File: src/hdl/db_config.svh
`ifndef DB_CONFIG_SVH
`define DB_CONFIG_SVH

// pixel and bank geometry
`define DB_PIXEL_WIDTH 8
`define DB_RAM_DEPTH   208   // words per bank
`define DB_ADDR_W      8

// axi4-lite bus
`define DB_AXI_AW 8
`define DB_AXI_DW 32

// register map, byte offsets
`define DB_REG_WDATA0 8'h00  // wdata0..3 at 0x00-0x0c
`define DB_REG_CTRL   8'h10
`define DB_REG_PAD    8'h14
`define DB_REG_RADDR  8'h18
`define DB_REG_STATUS 8'h1C
`define DB_REG_RDATA0 8'h20  // rdata0..7 at 0x20-0x3c

`endif

File: src/hdl/db_pkg.sv
package db_pkg;

  // write select, bit 1 picks chroma
  typedef enum logic [1:0] {
    LUMA_A   = 2'd0,  // blk_x[0] picks the half
    LUMA_B   = 2'd1,
    CHROMA_U = 2'd2,  // upper half of a chroma word
    CHROMA_V = 2'd3   // lower half
  } plane_e;

  typedef enum logic {
    HOST = 1'b0,
    PAD  = 1'b1
  } wr_id_e;

  typedef enum logic [1:0] {
    PAD_IDLE,
    PAD_LUMA,
    PAD_CHROMA_U,
    PAD_CHROMA_V
  } pad_state_e;

  typedef enum logic [1:0] {
    AX_IDLE,
    AX_WAIT_GNT,  // block write queued at the arbiter
    AX_RD_WAIT,
    AX_RESP
  } axil_state_e;

endpackage

File: src/hdl/db_wr_if.sv
`include "db_config.svh"

interface db_wr_if
  import db_pkg::*;
();

  logic                           req;
  plane_e                         plane;
  logic [3:0]                     blk_x;  // 4x4 column
  logic [4:0]                     blk_y;  // 4x4 row
  logic [`DB_PIXEL_WIDTH*16-1:0]  wdata;  // row 0 pixel 0 in the msbs
  logic                           gnt;

  modport requester (
    output req, plane, blk_x, blk_y, wdata,
    input  gnt
  );

  modport arbiter (
    input  req, plane, blk_x, blk_y, wdata,
    output gnt
  );

endinterface

File: src/hdl/db_axil_regs.sv
`include "db_config.svh"

module db_axil_regs
  import db_pkg::*;
(
  input  logic                           clk,
  input  logic                           rst_n,
  input  logic [`DB_AXI_AW-1:0]          s_awaddr_i,
  input  logic                           s_awvalid_i,
  output logic                           s_awready_o,
  input  logic [`DB_AXI_DW-1:0]          s_wdata_i,
  input  logic                           s_wvalid_i,
  output logic                           s_wready_o,
  output logic                           s_bvalid_o,
  input  logic                           s_bready_i,
  input  logic [`DB_AXI_AW-1:0]          s_araddr_i,
  input  logic                           s_arvalid_i,
  output logic                           s_arready_o,
  output logic [`DB_AXI_DW-1:0]          s_rdata_o,
  output logic                           s_rvalid_o,
  input  logic                           s_rready_i,
  db_wr_if.requester                     wr,
  output logic                           pad_start_o,
  output logic [`DB_PIXEL_WIDTH-1:0]     pad_value_o,
  input  logic                           pad_busy_i,
  output logic                           ren_o,
  output logic [`DB_ADDR_W-1:0]          raddr_o,
  input  logic [`DB_PIXEL_WIDTH*32-1:0]  rdata_i
);

  localparam int                  DW         = `DB_AXI_DW;
  localparam logic [`DB_AXI_AW-1:0] WDATA_BASE = `DB_REG_WDATA0;
  localparam logic [`DB_AXI_AW-1:0] RDATA_BASE = `DB_REG_RDATA0;

  axil_state_e                    state;
  logic                           idle_free;
  logic                           wr_acc;
  logic                           rd_acc;
  logic [DW-1:0]                  wdata_r [4];
  logic [`DB_PIXEL_WIDTH*32-1:0]  rdata_r;
  logic [DW-1:0]                  rd_word;

  assign idle_free = (state == AX_IDLE) && !s_awready_o && !s_arready_o;
  assign wr_acc    = s_awready_o && s_awvalid_i && s_wvalid_i;
  assign rd_acc    = s_arready_o && s_arvalid_i;
  assign wr.wdata  = {wdata_r[0], wdata_r[1], wdata_r[2], wdata_r[3]};

  // one-cycle ready pulses, writes first
  always_ff @(posedge clk or negedge rst_n) begin
    if (!rst_n) begin
      s_awready_o <= 1'b0;
      s_wready_o  <= 1'b0;
      s_arready_o <= 1'b0;
    end else begin
      s_awready_o <= idle_free && s_awvalid_i && s_wvalid_i;
      s_wready_o  <= idle_free && s_awvalid_i && s_wvalid_i;
      s_arready_o <= idle_free && s_arvalid_i && !(s_awvalid_i && s_wvalid_i);
    end
  end

  always_ff @(posedge clk or negedge rst_n) begin
    if (!rst_n) begin
      state       <= AX_IDLE;
      s_bvalid_o  <= 1'b0;
      s_rvalid_o  <= 1'b0;
      pad_start_o <= 1'b0;
      pad_value_o <= '0;
      ren_o       <= 1'b0;
      raddr_o     <= '0;
      wr.req      <= 1'b0;
      wr.plane    <= LUMA_A;
      wr.blk_x    <= '0;
      wr.blk_y    <= '0;
    end else begin
      pad_start_o <= 1'b0;
      case (state)
        AX_IDLE: begin
          if (wr_acc) begin
            case (s_awaddr_i)
              `DB_REG_CTRL: begin
                wr.plane <= plane_e'(s_wdata_i[1:0]);
                wr.blk_x <= s_wdata_i[6:3];
                wr.blk_y <= s_wdata_i[12:8];
                wr.req   <= 1'b1;
                state    <= AX_WAIT_GNT;
              end
              `DB_REG_RADDR: begin
                raddr_o <= s_wdata_i[`DB_ADDR_W-1:0];
                ren_o   <= 1'b1;
                state   <= AX_RD_WAIT;
              end
              default: begin  // data regs, pad or unmapped
                if (s_awaddr_i == `DB_REG_PAD) begin
                  pad_value_o <= s_wdata_i[`DB_PIXEL_WIDTH-1:0];
                  pad_start_o <= 1'b1;
                end
                s_bvalid_o <= 1'b1;
                state      <= AX_RESP;
              end
            endcase
          end else if (rd_acc) begin
            s_rvalid_o <= 1'b1;
            state      <= AX_RESP;
          end
        end
        AX_WAIT_GNT: begin
          if (wr.gnt) begin
            wr.req     <= 1'b0;
            s_bvalid_o <= 1'b1;
            state      <= AX_RESP;
          end
        end
        AX_RD_WAIT: begin
          if (ren_o) begin
            ren_o <= 1'b0;
          end else begin
            s_bvalid_o <= 1'b1;  // rdata captured this cycle
            state      <= AX_RESP;
          end
        end
        default: begin
          if (s_bvalid_o && s_bready_i) begin
            s_bvalid_o <= 1'b0;
            state      <= AX_IDLE;
          end
          if (s_rvalid_o && s_rready_i) begin
            s_rvalid_o <= 1'b0;
            state      <= AX_IDLE;
          end
        end
      endcase
    end
  end

  always_ff @(posedge clk) begin
    if (wr_acc && s_awaddr_i[7:4] == WDATA_BASE[7:4])
      wdata_r[s_awaddr_i[3:2]] <= s_wdata_i;
    if (state == AX_RD_WAIT && !ren_o)
      rdata_r <= rdata_i;
    if (rd_acc)
      s_rdata_o <= rd_word;
  end

  always_comb begin
    rd_word = '0;  // unmapped
    if (s_araddr_i[7:4] == WDATA_BASE[7:4]) begin
      rd_word = wdata_r[s_araddr_i[3:2]];
    end else if (s_araddr_i[7:5] == RDATA_BASE[7:5]) begin
      rd_word = rdata_r[(7 - s_araddr_i[4:2])*DW +: DW];  // rdata0 holds pixels 0-3
    end else begin
      case (s_araddr_i)
        `DB_REG_CTRL:   rd_word = DW'({wr.blk_y, 1'b0, wr.blk_x, 1'b0, wr.plane});
        `DB_REG_PAD:    rd_word = DW'(pad_value_o);
        `DB_REG_RADDR:  rd_word = DW'(raddr_o);
        `DB_REG_STATUS: rd_word = DW'(pad_busy_i);
        default:        rd_word = '0;
      endcase
    end
  end

endmodule

File: src/flat_wrapper.sv
// flat-port wrapper written by rule: the top's interface ports become plain ports
module db_axil_regs_flat import db_pkg::*;
  (clk, rst_n, s_awaddr_i, s_awvalid_i, s_awready_o, s_wdata_i, s_wvalid_i, s_wready_o, s_bvalid_o, s_bready_i, s_araddr_i, s_arvalid_i, s_arready_o, s_rdata_o, s_rvalid_o, s_rready_i, pad_start_o, pad_value_o, pad_busy_i, ren_o, raddr_o, rdata_i, wr_req, wr_plane, wr_blk_x, wr_blk_y, wr_wdata, wr_gnt);
  db_wr_if wr_i ();
  input  logic clk;
  input  logic rst_n;
  input  logic [`DB_AXI_AW-1:0] s_awaddr_i;
  input  logic s_awvalid_i;
  output logic s_awready_o;
  input  logic [`DB_AXI_DW-1:0] s_wdata_i;
  input  logic s_wvalid_i;
  output logic s_wready_o;
  output logic s_bvalid_o;
  input  logic s_bready_i;
  input  logic [`DB_AXI_AW-1:0] s_araddr_i;
  input  logic s_arvalid_i;
  output logic s_arready_o;
  output logic [`DB_AXI_DW-1:0] s_rdata_o;
  output logic s_rvalid_o;
  input  logic s_rready_i;
  output logic pad_start_o;
  output logic [`DB_PIXEL_WIDTH-1:0] pad_value_o;
  input  logic pad_busy_i;
  output logic ren_o;
  output logic [`DB_ADDR_W-1:0] raddr_o;
  input  logic [`DB_PIXEL_WIDTH*32-1:0] rdata_i;
  output wire logic [$bits(wr_i.req)-1:0] wr_req;
  output wire logic [$bits(wr_i.plane)-1:0] wr_plane;
  output wire logic [$bits(wr_i.blk_x)-1:0] wr_blk_x;
  output wire logic [$bits(wr_i.blk_y)-1:0] wr_blk_y;
  output wire logic [$bits(wr_i.wdata)-1:0] wr_wdata;
  input wire logic [$bits(wr_i.gnt)-1:0] wr_gnt;
  assign wr_req = wr_i.req;
  assign wr_plane = wr_i.plane;
  assign wr_blk_x = wr_i.blk_x;
  assign wr_blk_y = wr_i.blk_y;
  assign wr_wdata = wr_i.wdata;
  assign wr_i.gnt = wr_gnt;
  db_axil_regs u_core (.clk(clk), .rst_n(rst_n), .s_awaddr_i(s_awaddr_i), .s_awvalid_i(s_awvalid_i), .s_awready_o(s_awready_o), .s_wdata_i(s_wdata_i), .s_wvalid_i(s_wvalid_i), .s_wready_o(s_wready_o), .s_bvalid_o(s_bvalid_o), .s_bready_i(s_bready_i), .s_araddr_i(s_araddr_i), .s_arvalid_i(s_arvalid_i), .s_arready_o(s_arready_o), .s_rdata_o(s_rdata_o), .s_rvalid_o(s_rvalid_o), .s_rready_i(s_rready_i), .wr(wr_i), .pad_start_o(pad_start_o), .pad_value_o(pad_value_o), .pad_busy_i(pad_busy_i), .ren_o(ren_o), .raddr_o(raddr_o), .rdata_i(rdata_i));
endmodule
File: config.mk
export PLATFORM = sky130hd
export DESIGN_NAME = db_axil_regs_flat
export DESIGN_NICKNAME = d
export VERILOG_FILES = /design/src/hdl/db_pkg.sv /design/src/hdl/db_wr_if.sv /design/src/hdl/db_axil_regs.sv /design/src/flat_wrapper.sv
export VERILOG_INCLUDE_DIRS = /design/src /design/src/hdl
export SDC_FILE = /design/constraint.sdc
export NUM_CORES = 1
export LEC_CHECK = 0
export BUFFER_PORTS_ARGS = -buffer_cell sky130_fd_sc_hd__buf_2
export CAP_MARGIN = 10
export CELL_PAD_IN_SITES_DETAIL_PLACEMENT = 1
export CELL_PAD_IN_SITES_GLOBAL_PLACEMENT = 1
export CORE_ASPECT_RATIO = 1.2
export CORE_MARGIN = 5
export CORE_UTILIZATION = 43
export DETAILED_ROUTE_END_ITERATION = 8
export MAX_ROUTING_LAYER = met4
export PLACE_DENSITY_LB_ADDON = 0.12
export SYNTH_ARGS = -nofsm -noshare
export SYNTH_HDL_FRONTEND = slang
export SYNTH_SLANG_ARGS = --single-unit
File: constraint.sdc
create_clock -name clk -period 15.6 [get_ports clk]
set_input_delay 3.12 -clock clk [delete_from_list [all_inputs] [get_ports clk]]
set_output_delay 3.12 -clock clk [all_outputs]
set_load 0.01 [all_outputs]
Word level (Yosys, flattened, before mapping) --
Memory sizes are Yosys's and may differ from the RTL's. Cells that the tools add are included.
Operators by class: add/subtract/negate cells 1, equal/unequal tests 19, shifts and indexed selects 1, multiplexer cells 34, bitwise logic cells 2, reduce and logical (&&, ||, !) cells 36
Operators by type and width (count):
- $shiftx A256 B33 Y32 | 1
- $mux W32 | 2
- $eq A8 B5 Y1 const B | 7
- $pmux W13 S4 | 1
- $mux W1 | 19
- $reduce_and A4 Y1 | 4
- $logic_and A1 B1 Y1 | 14
- $mux W2 | 6
- $ne A2 B2 Y1 const B | 6
- $reduce_and A3 Y1 | 3
- $logic_not A4 Y1 | 2
- $pmux W1 S2 | 3
- $pmux W2 S3 | 1
- $reduce_bool A2 Y1 | 3
- $reduce_and A5 Y1 | 1
- $reduce_bool A5 Y1 | 1
- $logic_not A1 Y1 | 4
- $ne A2 B1 Y1 const B | 2
- $pmux W2 S2 | 1
- $reduce_bool A4 Y1 | 1
- $reduce_or A2 Y1 | 2
- $sub A3 B3 Y4 const A | 1
- $eq A3 B1 Y1 const B | 1
- $ne A3 B1 Y1 const B | 1
- other kinds (5) | 6
Word-level totals: register bits after elaboration 324, memory bits (writable) 128, input port bits 313, output and inout bits 195, word-level logic and storage cells 109, memories 1
Memories:
- u_core.wdata_r | words 4, width 32, rd ports 5, clocked after memory_dff 0, wr ports 1, line db_axil_regs.sv:39 | logic [DW-1:0] wdata_r [4];

Longest topological paths before layout --
Gate-level depths: netlist of the first run.
word-level depth 5, mapped depth 7, mapped depth without buffers 6

Worst setup path after synthesis of the first run --
No wires, ideal clock.
path kind reg-to-reg, start point reg u_core.state[0], end point reg u_core.rdata_r[0], enable pin, setup time 907 ps, arrival time 11875 ps, data required time 14693 ps, slack 2819 ps, stages on the path, launching flop included 4, buffers on the path 0, clock period less this slack 12781 ps, path through dfrtp_1 > inv_1 > ha_1 > nor2b_1
On the way: cells in the longest elaborated chain, start to end 2
RTL lines:
- start: declaration | line db_axil_regs.sv:35 | axil_state_e state;
- start signal: assignment | line db_axil_regs.sv:63 | state <= AX_IDLE;
- start signal: assignment | line db_axil_regs.sv:85 | state <= AX_WAIT_GNT;
- start signal: assignment | line db_axil_regs.sv:90 | state <= AX_RD_WAIT;
- $eq A2 B2 Y1 | line db_axil_regs.sv:138 | if (state == AX_RD_WAIT && !ren_o)
- $logic_and A1 B1 Y1 | line db_axil_regs.sv:138
- end signal: assignment | line db_axil_regs.sv:139 | rdata_r <= rdata_i;
- end: declaration | line db_axil_regs.sv:40 | logic [`DB_PIXEL_WIDTH*32-1:0] rdata_r;
Every way passes these cells. A chain may end at the register's enable or synchronous reset.

Final worst setup path of the first run --
start point in s_araddr_i[3], end point reg u_core.s_rdata_o[6] (data pin)
On the way: cells in the longest elaborated chain, start to end 4, elaborated cells between the ends (all ways) 10, classes of those cells add/sub (1); eq/ne (4); shift (1); mux (3); memory (1)
RTL lines:
- start: declaration | line flat_wrapper.sv:15 | input logic [`DB_AXI_AW-1:0] s_araddr_i;
- $sub A3 B3 Y4 or $eq A8 B5 Y1 (tied branches) | line db_axil_regs.sv:149, db_axil_regs.sv:151
- $shiftx A256 B33 Y32 or $pmux W13 S4 (tied branches) | line db_axil_regs.sv:149, db_axil_regs.sv:151
- $mux W32 | line db_axil_regs.sv:148 | end else if (s_araddr_i[7:5] == RDATA_BASE[7:5]) begin
- $mux W32 * | line db_axil_regs.sv:146 | if (s_araddr_i[7:4] == WDATA_BASE[7:4]) begin
- named net u_core.rd_word[6] | line db_axil_regs.sv:41 | logic [DW-1:0] rd_word;
- end signal: assignment | line db_axil_regs.sv:141 | s_rdata_o <= rd_word;
- end: declaration | line db_axil_regs.sv:19 | output logic [`DB_AXI_DW-1:0] s_rdata_o,
The timed path passes the listed nets; every way through them passes the cells marked *.

==> results.md, run 1 <==
* Status: completed
* Syn. warnings at 0
* Top delay family on crit path: buffers and inverters
* Synthesized area at around 17,000 um^2
* Slew margin rel. at 0.2706
* CP Capture Type: register
* Crit path buffers/inverters at 2
* Final core utilization at 0.5549
* Placed Area at between 20,000 and 25,000 um^2
* Largest net degree at the start of global routing at 79
* Cts hold-fix bufs at 0
* Hold path cells at 1
* Starting Density at 0.4345
* Most frequent cell after synthesis: edfxtp_1
* Mapped Cells at 814
* Final setup fails at 0
* Slew Viols, Final at 0
* Mux contribution to synthesized area at 0.1509
* Clk root buf: clkbuf_16
* Crit path max fanout at 54
* Bufs on Longest Clock Path at 3
* R2R Path End: u_core.rdata_r[85]$_DFFE_PP_
* Reg2reg start: u_core.state[0]$_DFFE_PN0P_
* Max frequency at 187.4 MHz
* Simple-gate share of the synthesized area at 0.02971
* Critical Path Start Type: primary input
* Cell Count, Final, Fillers Out at 1,929
* Routed Antenna Nets at 0
* Largest stage delay, worst path at 0.81 ns
* Async SR Flop Fraction at 0.07965
* WP data required at roughly 16 ns
* Setup TNS at 0 ns
* Die width at 192.9 um
* Die Area at 44,280 um^2
* FF/Latch Area at 13,390 um^2
* Multi-input gate area at roughly 3700 um^2
* Min-Delay Path Class: register to register
* Nets at 1,657
* Routed len/inst at between 20 and 30 um
* Power Density at around 150 nW/um^2
* Yosys cell types at 43
* Clk Latency, worst-skew pair at just under 0.6 ns
* Kind of critical path: primary input to register
* Vias in the first global route at 11,360
* DRT Wirelength at 53.61 mm
* DRT Pass-1 Iters at 4
* CTS buffer count at 47
* Initial antenna violation count at 17
* Filler cells at between 3,000 and 4,000
* CTS H-tree depth at 2
* Layout cell share with drive strength beyond 1 at 0.5178
* # IOs at 508
* DR vias at a little over 10,000
* Most frequent cells after synthesis: edfxtp_1 (416), mux4_2 (95), nand2_1 (56)
* Post-CTS Resized at 0
* Clock sinks at roughly 450
* Slowest cell on crit path: buf_4
* Ys flop type: edfxtp_1
* # DRC at 0
* Fin crit period at ~5.3 ns
* Area fraction of the dominant cell type after synthesis at 0.7234
* Tightest Pin Transition at 1.094 ns
* Post-synth EDFFs at 416
* Area growth syn-to-layout at 27.69%
* Post-CTS setup buffers at 0
* Max-Cap Viols at 0
* Crit path cell chain: buf_4 -> buf_4 -> nor2b_1 -> and2_1 -> o21ai_0 -> nand3_1
* Grt ovf at 0
* Pleak at 0.008569 uW
* Most used cell, CP: buf_4
* Hold path startpoint: u_core.s_arready_o$_DFF_PN0_
* Area share of fa/ha/maj cells after synthesis at 0.002898
* Peak supply drop at 0.0001046 V
* Most area-consuming cells after synthesis: edfxtp_1 (72%), mux4_2 (12%), dfrtp_1 (5.2%)
* Net count after synthesis at 1,131
* Reg2reg path depth at 5
* TritonCTS clock tree: done
* Hold EP: u_core.s_awready_o$_DFF_PN0_
* Die Y at 229.5 um
* IO buf count at ~510
* Row cnt at 80
* CTS clk-pin slew, worst paths at 0.06 ns
* Tcrit/Tclk final at 0.3420
* Final hold violation count at 0
* Syn Area/Cell at 21.21 um^2
* Register area share after synthesis at 0.7756
* Area leader, netlist: edfxtp_1
* #FFs+latches synth at 452
* DRT iter0 DRCs at 512
* Final instance area at 22,050 um^2
* Routability Congestion at 0.8237
* R2R setup slack at between 10 and 15 ns
* Global Route Usage Sum at 0.2434
* RSZ-0062 raised after global routing: false
* Vias per inst at 5.322
* Critical Path AT at approximately 5.7 ns
* Largest family of logic cells by synthesized area: multiplexers
* Core Area at 39,740 um^2
* Final Skew at about 0.015 ns
* Cell total after placement at roughly 1,800
* Post-Synth XOR/XNOR Area at 0
* First-pass GRT wire length at ~76 mm
* Synth Area in Compound Gates at 0.02739
* DP HPWL at around 38 mm
* WHS at 0.5031 ns
layout by cell type, fill, tap and decap left out, types with 3 or more instances in the layout:
master	synthesis	routed
buf_4	1	13
nor2b_1	4	3
clkbuf_16	0	49
dfrtp_1	36	36
a22oi_1	35	35
clkbuf_1	20	10
diode_2	0	19
mux2_1	10	10
and2_1	6	5
o21ai_0	11	11
ha_1	4	4
mux2i_1	11	11
a31oi_1	3	3
clkinv_1	0	10
buf_2	15	505
a32oi_1	6	6
clkinv_2	0	7
mux4_2	95	95
mux2_4	8	8
nand3_1	6	6
nand2_1	56	56
bufinv_16	0	8
a21oi_1	5	5
nor2_1	11	10
inv_1	10	9
edfxtp_1	416	416
mux2_2	11	11
worst max-delay path by stage:
stage,slack (ns),end,start,cells past startpoint
2_1_floorplan,2.82,u_core.rdata_r[0]$_DFFE_PP_,u_core.state[0]$_DFFE_PN0P_,3
4_1_cts,10.27,u_core.s_rdata_o[7]$_DFFE_PP_,s_araddr_i[2],5
6_report,10.26,u_core.s_rdata_o[6]$_DFFE_PP_,s_araddr_i[3],6
5_1_grt,10.10,u_core.s_rdata_o[7]$_DFFE_PP_,s_araddr_i[2],5
3_3_place_gp,9.64,u_core.s_rdata_o[7]$_DFFE_PP_,s_araddr_i[2],5
3_5_place_dp,9.65,u_core.s_rdata_o[7]$_DFFE_PP_,s_araddr_i[2],5
layer usage:
layer,share of wire,global-route usage,vias up
met5,0,-,-
met3,0.084,0.07935,79
met4,0.029,0.07481,0
met1,0.37,0.2783,5342
li1,-,-,4421
met2,0.52,0.4086,424
per-stage QoR:
step | setup WS [ns] | power, uW
2_1_floorplan | 2.819 | 2053
3_3_place_gp | 9.635 | 2094
3_5_place_dp | 9.653 | 2115
4_1_cts | 10.27 | 3288
5_1_grt | 10.10 | 3384
6_report | 10.26 | 3253
cells by family after synthesis:
group                      count (synthesis)
DFF                                      452
muxes                                    135
and+or+nand+nor                          104
AOI/OAI and AO/OA                         67
buffers and inverters                     52
adders and majority gates                  4
sequential cells by signal (all words and copies together) (netlist names), 2 cells and up:
name,cells
u_core.pad_value_o,8
u_core.raddr_o,8
u_core.rdata_r,256
u_core.s_rdata_o,32
u_core.state,2
u_core.wdata_r,128
u_core.wr.blk_x,4
u_core.wr.blk_y,5
u_core.wr.plane,2
power by group:
| part | internal, uW | total, uW | switching (uW) |
|---|---|---|---|
| Clock | 704 | 1170 | 462 |
| Combinational | 155 | 403 | 247 |
| Sequential | 1620 | 1680 | 67.0 |
final cells by class:
type                       count  share of cell area
antenna                       19            0.002156
clock buffer                  59             0.05731
clock inverter                27             0.01487
inverter                      10            0.001702
multi-input combinational    310              0.1668
sequential                   452              0.6074
tap                          533             0.03024
timing repair buffer         519              0.1196
Power figures use the tool's default switching activity.
==> run 2, diff against run 1 <==
--- a/config.mk
+++ b/config.mk
@@ -12,7 +12,7 @@
 export CELL_PAD_IN_SITES_GLOBAL_PLACEMENT = 1
 export CORE_ASPECT_RATIO = 1.2
 export CORE_MARGIN = 5
-export CORE_UTILIZATION = 43
+export CORE_UTILIZATION = 39
 export DETAILED_ROUTE_END_ITERATION = 8
 export MAX_ROUTING_LAYER = met4
 export PLACE_DENSITY_LB_ADDON = 0.12
==> constraint.sdc (replaced) <==
create_clock -name clk -period 4.8 [get_ports clk]
set_input_delay 0.96 -clock clk [delete_from_list [all_inputs] [get_ports clk]]
set_output_delay 0.96 -clock clk [all_outputs]
set_load 0.01 [all_outputs]
==> results.md, run 2 (same netlist as run 1, synthesis figures left out) <==
* Status: completed
* Top delay family on crit path: simple AND/OR/NAND/NOR gates
* Final setup fails at 0 (unchanged)
* Slowest cell on crit path: and3_2
* Die width at 202.1 um (+4.7%)
* Filler cells at 4,233 (+13%)
* Initial antenna violation count at 8 (-9)
* Slew Viols, Final at 0 (unchanged)
* Cts hold-fix bufs at 0 (unchanged)
* Critical Path AT at 2.79 ns (-2.86 ns)
* Reg2reg path depth at 4 (-1)
* CTS buffer count at 47 (unchanged)
* Critical path depth at 4 (-2)
* Core Area at 43,830 um^2 (+10%)
* Nets at 1,664 (+0.42%)
* Kind of critical path: primary input to register
* WHS at 0.5109 ns (+0.007884 ns)
* Crit path buffers/inverters at 1 (-1)
* Slew margin rel. at 0.1723 (-0.09822)
* Vias in the first global route at 11,150 (-1.8%)
* CTS H-tree depth at 2 (unchanged)
* Row cnt at 84 (+5.0%)
* Crit path max fanout at 32 (-41%)
* Routed len/inst at 27.55 um (-0.88%)
* R2R Path End: u_core.rdata_r[252]$_DFFE_PP_
* Routability Congestion at 0.8247 (+0.12%)
* Critical Path Start Type: primary input
* Setup TNS at 0 ns (unchanged)
* Die Y at 240.5 um (+4.8%)
* CP Capture Type: register
* Setup ws final at 2.196 ns (-8.069 ns)
* DR vias at 10,260 (-0.029%)
* Total Power at 10,200 uW (+210%)
* DRT Wirelength at 53.66 mm (about the same)
* Largest stage delay, worst path at 0.89 ns (+0.08 ns)
* Final instance area at 21,950 um^2 (-0.45%)
* CTS clk-pin slew, worst paths at 0.06 ns (about the same)
* # IOs at 508 (unchanged)
* Hold path startpoint: u_core.s_arready_o$_DFF_PN0_
* Starting Density at 0.3940 (-0.04054)
* Die Area at 48,600 um^2 (+9.8%)
* DP HPWL at 38.83 mm (+1.6%)
* Fin crit period at 2.604 ns
* Min-Delay Path Class: register to register
* Pleak at 0.008523 uW (-0.54%)
* TritonCTS clock tree: done
* Tightest Pin Transition at 1.239 ns (+0.1444 ns)
* Power Density at 464.8 nW/um^2 (+220%)
* Pre-CTS setup slack at 1.580 ns (-8.073 ns)
* WP data required at 4.98 ns (-10.93 ns)
* Biggest register: u_core.rdata_r
* Routed Antenna Nets at 0 (unchanged)
* Post-CTS setup buffers at 0 (unchanged)
* DRT Pass-1 Iters at 4 (unchanged)
* DRT iter0 DRCs at 475 (-7.2%)
* First-pass GRT wire length at 76.25 mm (+0.63%)
* Leading cell type in the layout, fill and taps excluded: buf_2
* IO buf count at 507 (unchanged)
* Final hold violation count at 0 (unchanged)
* Vias per inst at 5.268 (-1.0%)
* Max-Cap Viols at 0 (unchanged)
* Reg2reg start: u_core.state[0]$_DFFE_PN0P_
* # DRC at 0 (unchanged)
* Clk root buf: clkbuf_16
* Hold path cells at 1 (unchanged)
* Final Skew at 0.01551 ns (+0.0006296 ns)
* Post-CTS Resized at 0 (unchanged)
* Clock sinks at 452 (unchanged)
* Global Route Usage Sum at 0.2216 (-0.02186)
* Area growth syn-to-layout at 27.11%
* Layout cell share with drive strength beyond 1 at 0.5163 (-0.001500)
* Largest net degree at the start of global routing at 85 (+7.6%)
* R2R setup slack at 2.28 ns (-10.27 ns)
* Peak supply drop at 0.0002924 V (+180%)
* Commonest cells after routing, fill and taps aside: buf_2 (505), edfxtp_1 (416), mux4_2 (95)
* Tcrit/Tclk final at 0.5425
* Placed Area at 20,540 um^2 (+0.61%)
* Max reg flops at 256 (unchanged)
* Max frequency at ~380 MHz
* RSZ-0062 raised after global routing: false
* Crit path cell chain: buf_2 -> or3_1 -> nor3_1 -> and3_2
* Grt ovf at 0 (unchanged)
* Bufs on Longest Clock Path at 3 (unchanged)
* Clk Latency, worst-skew pair at 0.57 ns (about the same)
* Hold EP: u_core.s_awready_o$_DFF_PN0_
run 2: changes by cell type in the layout (fill, tap and decap cells not counted), moves of 3 or more:
| cell | change |
|---|---|
| bufinv_16 | -7 |
| buf_12 | +3 |
| buf_4 | +4 |
| clkbuf_1 | +7 |
| diode_2 | -11 |
run 2: worst register-to-register path, cell delays in order (launching register included):
cell,delay [ns]
dfrtp_1,0.41
inv_1,0.10
ha_2,0.21
nor2b_4,0.88
buf_4,0.56
run 2: final cells by class:
class	count	area, um^2	area share
clock inverter	17	103.9	0.004731
tap	559	699.4	0.03186
timing repair buffer	526	2726	0.1242
multi-input combinational	310	3680	0.1676
antenna	8	20.02	0.0009120
clock buffer	66	1290	0.05877
inverter	10	37.54	0.001710
sequential	452	13390	0.6102
run 2: through the flow:
step | instances | util
global placement | 1857 | 0.4686
finish | 1948 | 0.5008
CTS | 1940 | 0.5004
detailed placement | 1857 | 0.4686
floorplan | 814 | -
global route | 1948 | 0.5008
run 2: how the worst max path moves through the flow:
| stage | from | to |
|---|---|---|
| 2_1_floorplan | u_core.state[0]$_DFFE_PN0P_ | u_core.rdata_r[0]$_DFFE_PP_ |
| 3_3_place_gp | s_awaddr_i[5] | u_core.wdata_r[3][25]$_DFFE_PP_ |
| 3_5_place_dp | s_awaddr_i[5] | u_core.wdata_r[1][26]$_DFFE_PP_ |
| 4_1_cts | s_awaddr_i[5] | u_core.wdata_r[1][24]$_DFFE_PP_ |
| 5_1_grt | s_awaddr_i[5] | u_core.wdata_r[1][10]$_DFFE_PP_ |
| 6_report | s_awaddr_i[5] | u_core.wdata_r[1][10]$_DFFE_PP_ |
run 2: power by group:
part	switching (uW)	leakage [uW]	internal (uW)	total, uW
Sequential	197	0.00433	5240	5440
Combinational	831	0.00351	545	1380
Clock	1470	0.000682	1920	3390
Total	2500	0.00852	7700	10200
run 2: per-layer routing:
layer	routed length [um]	global-route usage	vias up	part of all wire
met3	4606	0.06745	90	0.086
met5	0	-	-	0
met4	1320	0.05906	0	0.025
met2	27830	0.3782	457	0.52
li1	-	-	4431	-
met1	19900	0.2574	5285	0.37
==> run 3, diff against run 2 <==
--- a/config.mk
+++ b/config.mk
@@ -12,7 +12,7 @@
 export CELL_PAD_IN_SITES_GLOBAL_PLACEMENT = 1
 export CORE_ASPECT_RATIO = 1.2
 export CORE_MARGIN = 5
-export CORE_UTILIZATION = 39
+export CORE_UTILIZATION = 43
 export DETAILED_ROUTE_END_ITERATION = 8
 export MAX_ROUTING_LAYER = met4
 export PLACE_DENSITY_LB_ADDON = 0.12
==> constraint.sdc (replaced) <==
create_clock -name clk -period 2.7 [get_ports clk]
set_input_delay 0.54 -clock clk [delete_from_list [all_inputs] [get_ports clk]]
set_output_delay 0.54 -clock clk [all_outputs]
set_load 0.01 [all_outputs]
==> results.md, run 3 (same netlist as run 1, synthesis figures left out) <==
* Pre-CTS setup slack at 0.2448 ns (-1.335 ns)
* Final core utilization at 0.5651 (+0.06425)
* Cts hold-fix bufs at 0 (unchanged)
* Grt ovf at 0 (unchanged)
* Tcrit/Tclk final at 0.8012
* TritonCTS clock tree: done
* CTS H-tree depth at 2 (unchanged)
* Clk Latency, worst-skew pair at 0.58 ns (about the same)
* Setup TNS at 0 ns (unchanged)
* Max-Cap Viols at 0 (unchanged)
* Peak supply drop at 0.0006507 V (+120%)
* Die Area at 44,280 um^2 (-8.9%)
* Critical Path AT at 2.44 ns (-0.35 ns)
* Worst setup path startpoint: u_core.s_awready_o$_DFF_PN0_
* Clock sinks at 452 (unchanged)
* Fin crit period at 2.163 ns
* Routed len/inst at 27.46 um (-0.33%)
* Leading cell type in the layout, fill and taps excluded: buf_2
* First-pass GRT wire length at 76.62 mm (+0.50%)
* Min-Delay Path Class: primary input to asynchronous set/reset pin
* Net Switching at 4499 uW (+80%)
* Crit path max fanout at 16 (-50%)
* Reg2reg path depth at 5 (+1)
* Die Y at 229.5 um (-4.6%)
* Area growth syn-to-layout at 30.04%
* DRT Wirelength at 53.81 mm (+0.28%)
* Setup ws final at 0.5368 ns (-1.659 ns)
* Die width at 192.9 um (-4.5%)
* Internal Power at 14,050 uW (+82%)
* Filler cells at 3,736 (-12%)
* CTS clk-pin slew, worst paths at 0.06 ns (about the same)
* Critical Path Start Type: register
* Clock share of power at 0.344 (+0.012)
* Post-CTS setup buffers at 0 (unchanged)
* Global Route Usage Sum at 0.2453 (+0.02374)
* Reg power frac at 0.522 (-0.011)
* Routed Antenna Nets at 0 (unchanged)
* DRT Pass-1 Iters at 4 (unchanged)
* Tightest Pin Transition at 0.8755 ns (-0.3630 ns)
* IO buf count at 507 (unchanged)
* Reg2reg start: u_core.s_awready_o$_DFF_PN0_
* Gate power share at 0.134 (about the same)
* DR vias at 10,340 (+0.71%)
* Slew margin rel. at 0.4163 (+0.2440)
* Pleak at 0.008790 uW (+3.1%)
* Vias per inst at 5.273 (about the same)
* Status: completed
* Max reg flops at 256 (unchanged)
* Post-CTS Resized at 0 (unchanged)
* WP data required at 2.97 ns (-2.01 ns)
* Sw frac at 0.2425 (-0.002398)
* CTS buffer count at 47 (unchanged)
* CP Capture Type: register
* Layout cell share with drive strength beyond 1 at 0.5326 (+0.01629)
* Starting Density at 0.4345 (+0.04054)
* Final hold violation count at 0 (unchanged)
* RSZ-0062 raised after global routing: false
* Initial antenna violation count at 12 (+4)
* Max frequency at 462.3 MHz
* Slew Viols, Final at 0 (unchanged)
* Largest net degree at the start of global routing at 109 (+28%)
* Bufs on Longest Clock Path at 3 (unchanged)
* Core Area at 39,740 um^2 (-9.3%)
* DRT iter0 DRCs at 544 (+15%)
* R2R Path End: u_core.wdata_r[0][29]$_DFFE_PP_
* DP HPWL at 40.18 mm (+3.5%)
* Nets at 1,694 (+1.8%)
* Vias in the first global route at 11,550 (+3.6%)
* Commonest cells after routing, fill and taps aside: buf_2 (505), edfxtp_1 (416), mux4_2 (95)
* Total Power at 18,550 uW (+82%)
* Power Density at 826.2 nW/um^2 (+78%)
* Clk root buf: clkbuf_16
* # IOs at 508 (unchanged)
* Final Skew at 0.01631 ns (+0.0007976 ns)
* Kind of critical path: register to register
* Routability Congestion at 0.8128 (-1.4%)
* Final setup fails at 0 (unchanged)
* Biggest register: u_core.rdata_r
* R2R setup slack at 0.54 ns (-1.74 ns)
* Row cnt at 80 (-4.8%)
* # DRC at 0 (unchanged)
[run 3: per-layer routing]
metal	part of all wire	GRT usage
met5	0	-
met1	0.36	0.2803
met3	0.093	0.08102
met2	0.52	0.4142
met4	0.028	0.06928
[run 3: worst max-delay path by stage]
stage          slack (ns)                         endpoint  depth (start not counted)
6_report             0.54  u_core.wdata_r[0][29]$_DFFE_PP_                          5
5_1_grt              0.43  u_core.wdata_r[0][23]$_DFFE_PP_                          5
4_1_cts              0.55  u_core.wdata_r[2][18]$_DFFE_PP_                          5
3_5_place_dp         0.24  u_core.wdata_r[2][16]$_DFFE_PP_                          6
3_3_place_gp         0.31  u_core.wdata_r[0][23]$_DFFE_PP_                          6
2_1_floorplan       -2.22      u_core.rdata_r[0]$_DFFE_PP_                          3
[run 3: stage by stage]
stage               area, um^2  std cells  hold WS, ns
floorplan                17300        814       0.2444
global placement         20930       1861       0.4841
detailed placement       20930       1861       0.4768
CTS                      22420       1945      0.05835
global route             22450       1957      0.09604
finish                   22460       1960      0.06341
[run 3: layout make-up]
| cell class | count | area (um^2) | share of cell area |
|---|---|---|---|
| antenna | 15 | 37.54 | 0.001672 |
| clock buffer | 58 | 1227 | 0.05466 |
| clock inverter | 26 | 261.5 | 0.01165 |
| inverter | 10 | 37.54 | 0.001672 |
| multi-input combinational | 310 | 3692 | 0.1644 |
| sequential | 452 | 13390 | 0.5964 |
| tap | 533 | 666.9 | 0.02970 |
| timing repair buffer | 556 | 3139 | 0.1398 |
[run 3: power by group through the flow]
stage	Sequential (uW)	Clock [uW]	Combinational, uW
floorplan	9710	0	1410
global placement	9750	0	2460
detailed placement	9810	0	2540
CTS	9690	6540	2540
global route	9780	6860	2690
finish	9690	6380	2490
[run 3: worst max-delay path, stage by stage, from the launching register on]
cell	delay, ns
dfrtp_1	0.42
nand3_1	0.34
nor3_1	0.39
buf_4	0.19
nor3b_4	0.28
buf_12	0.20
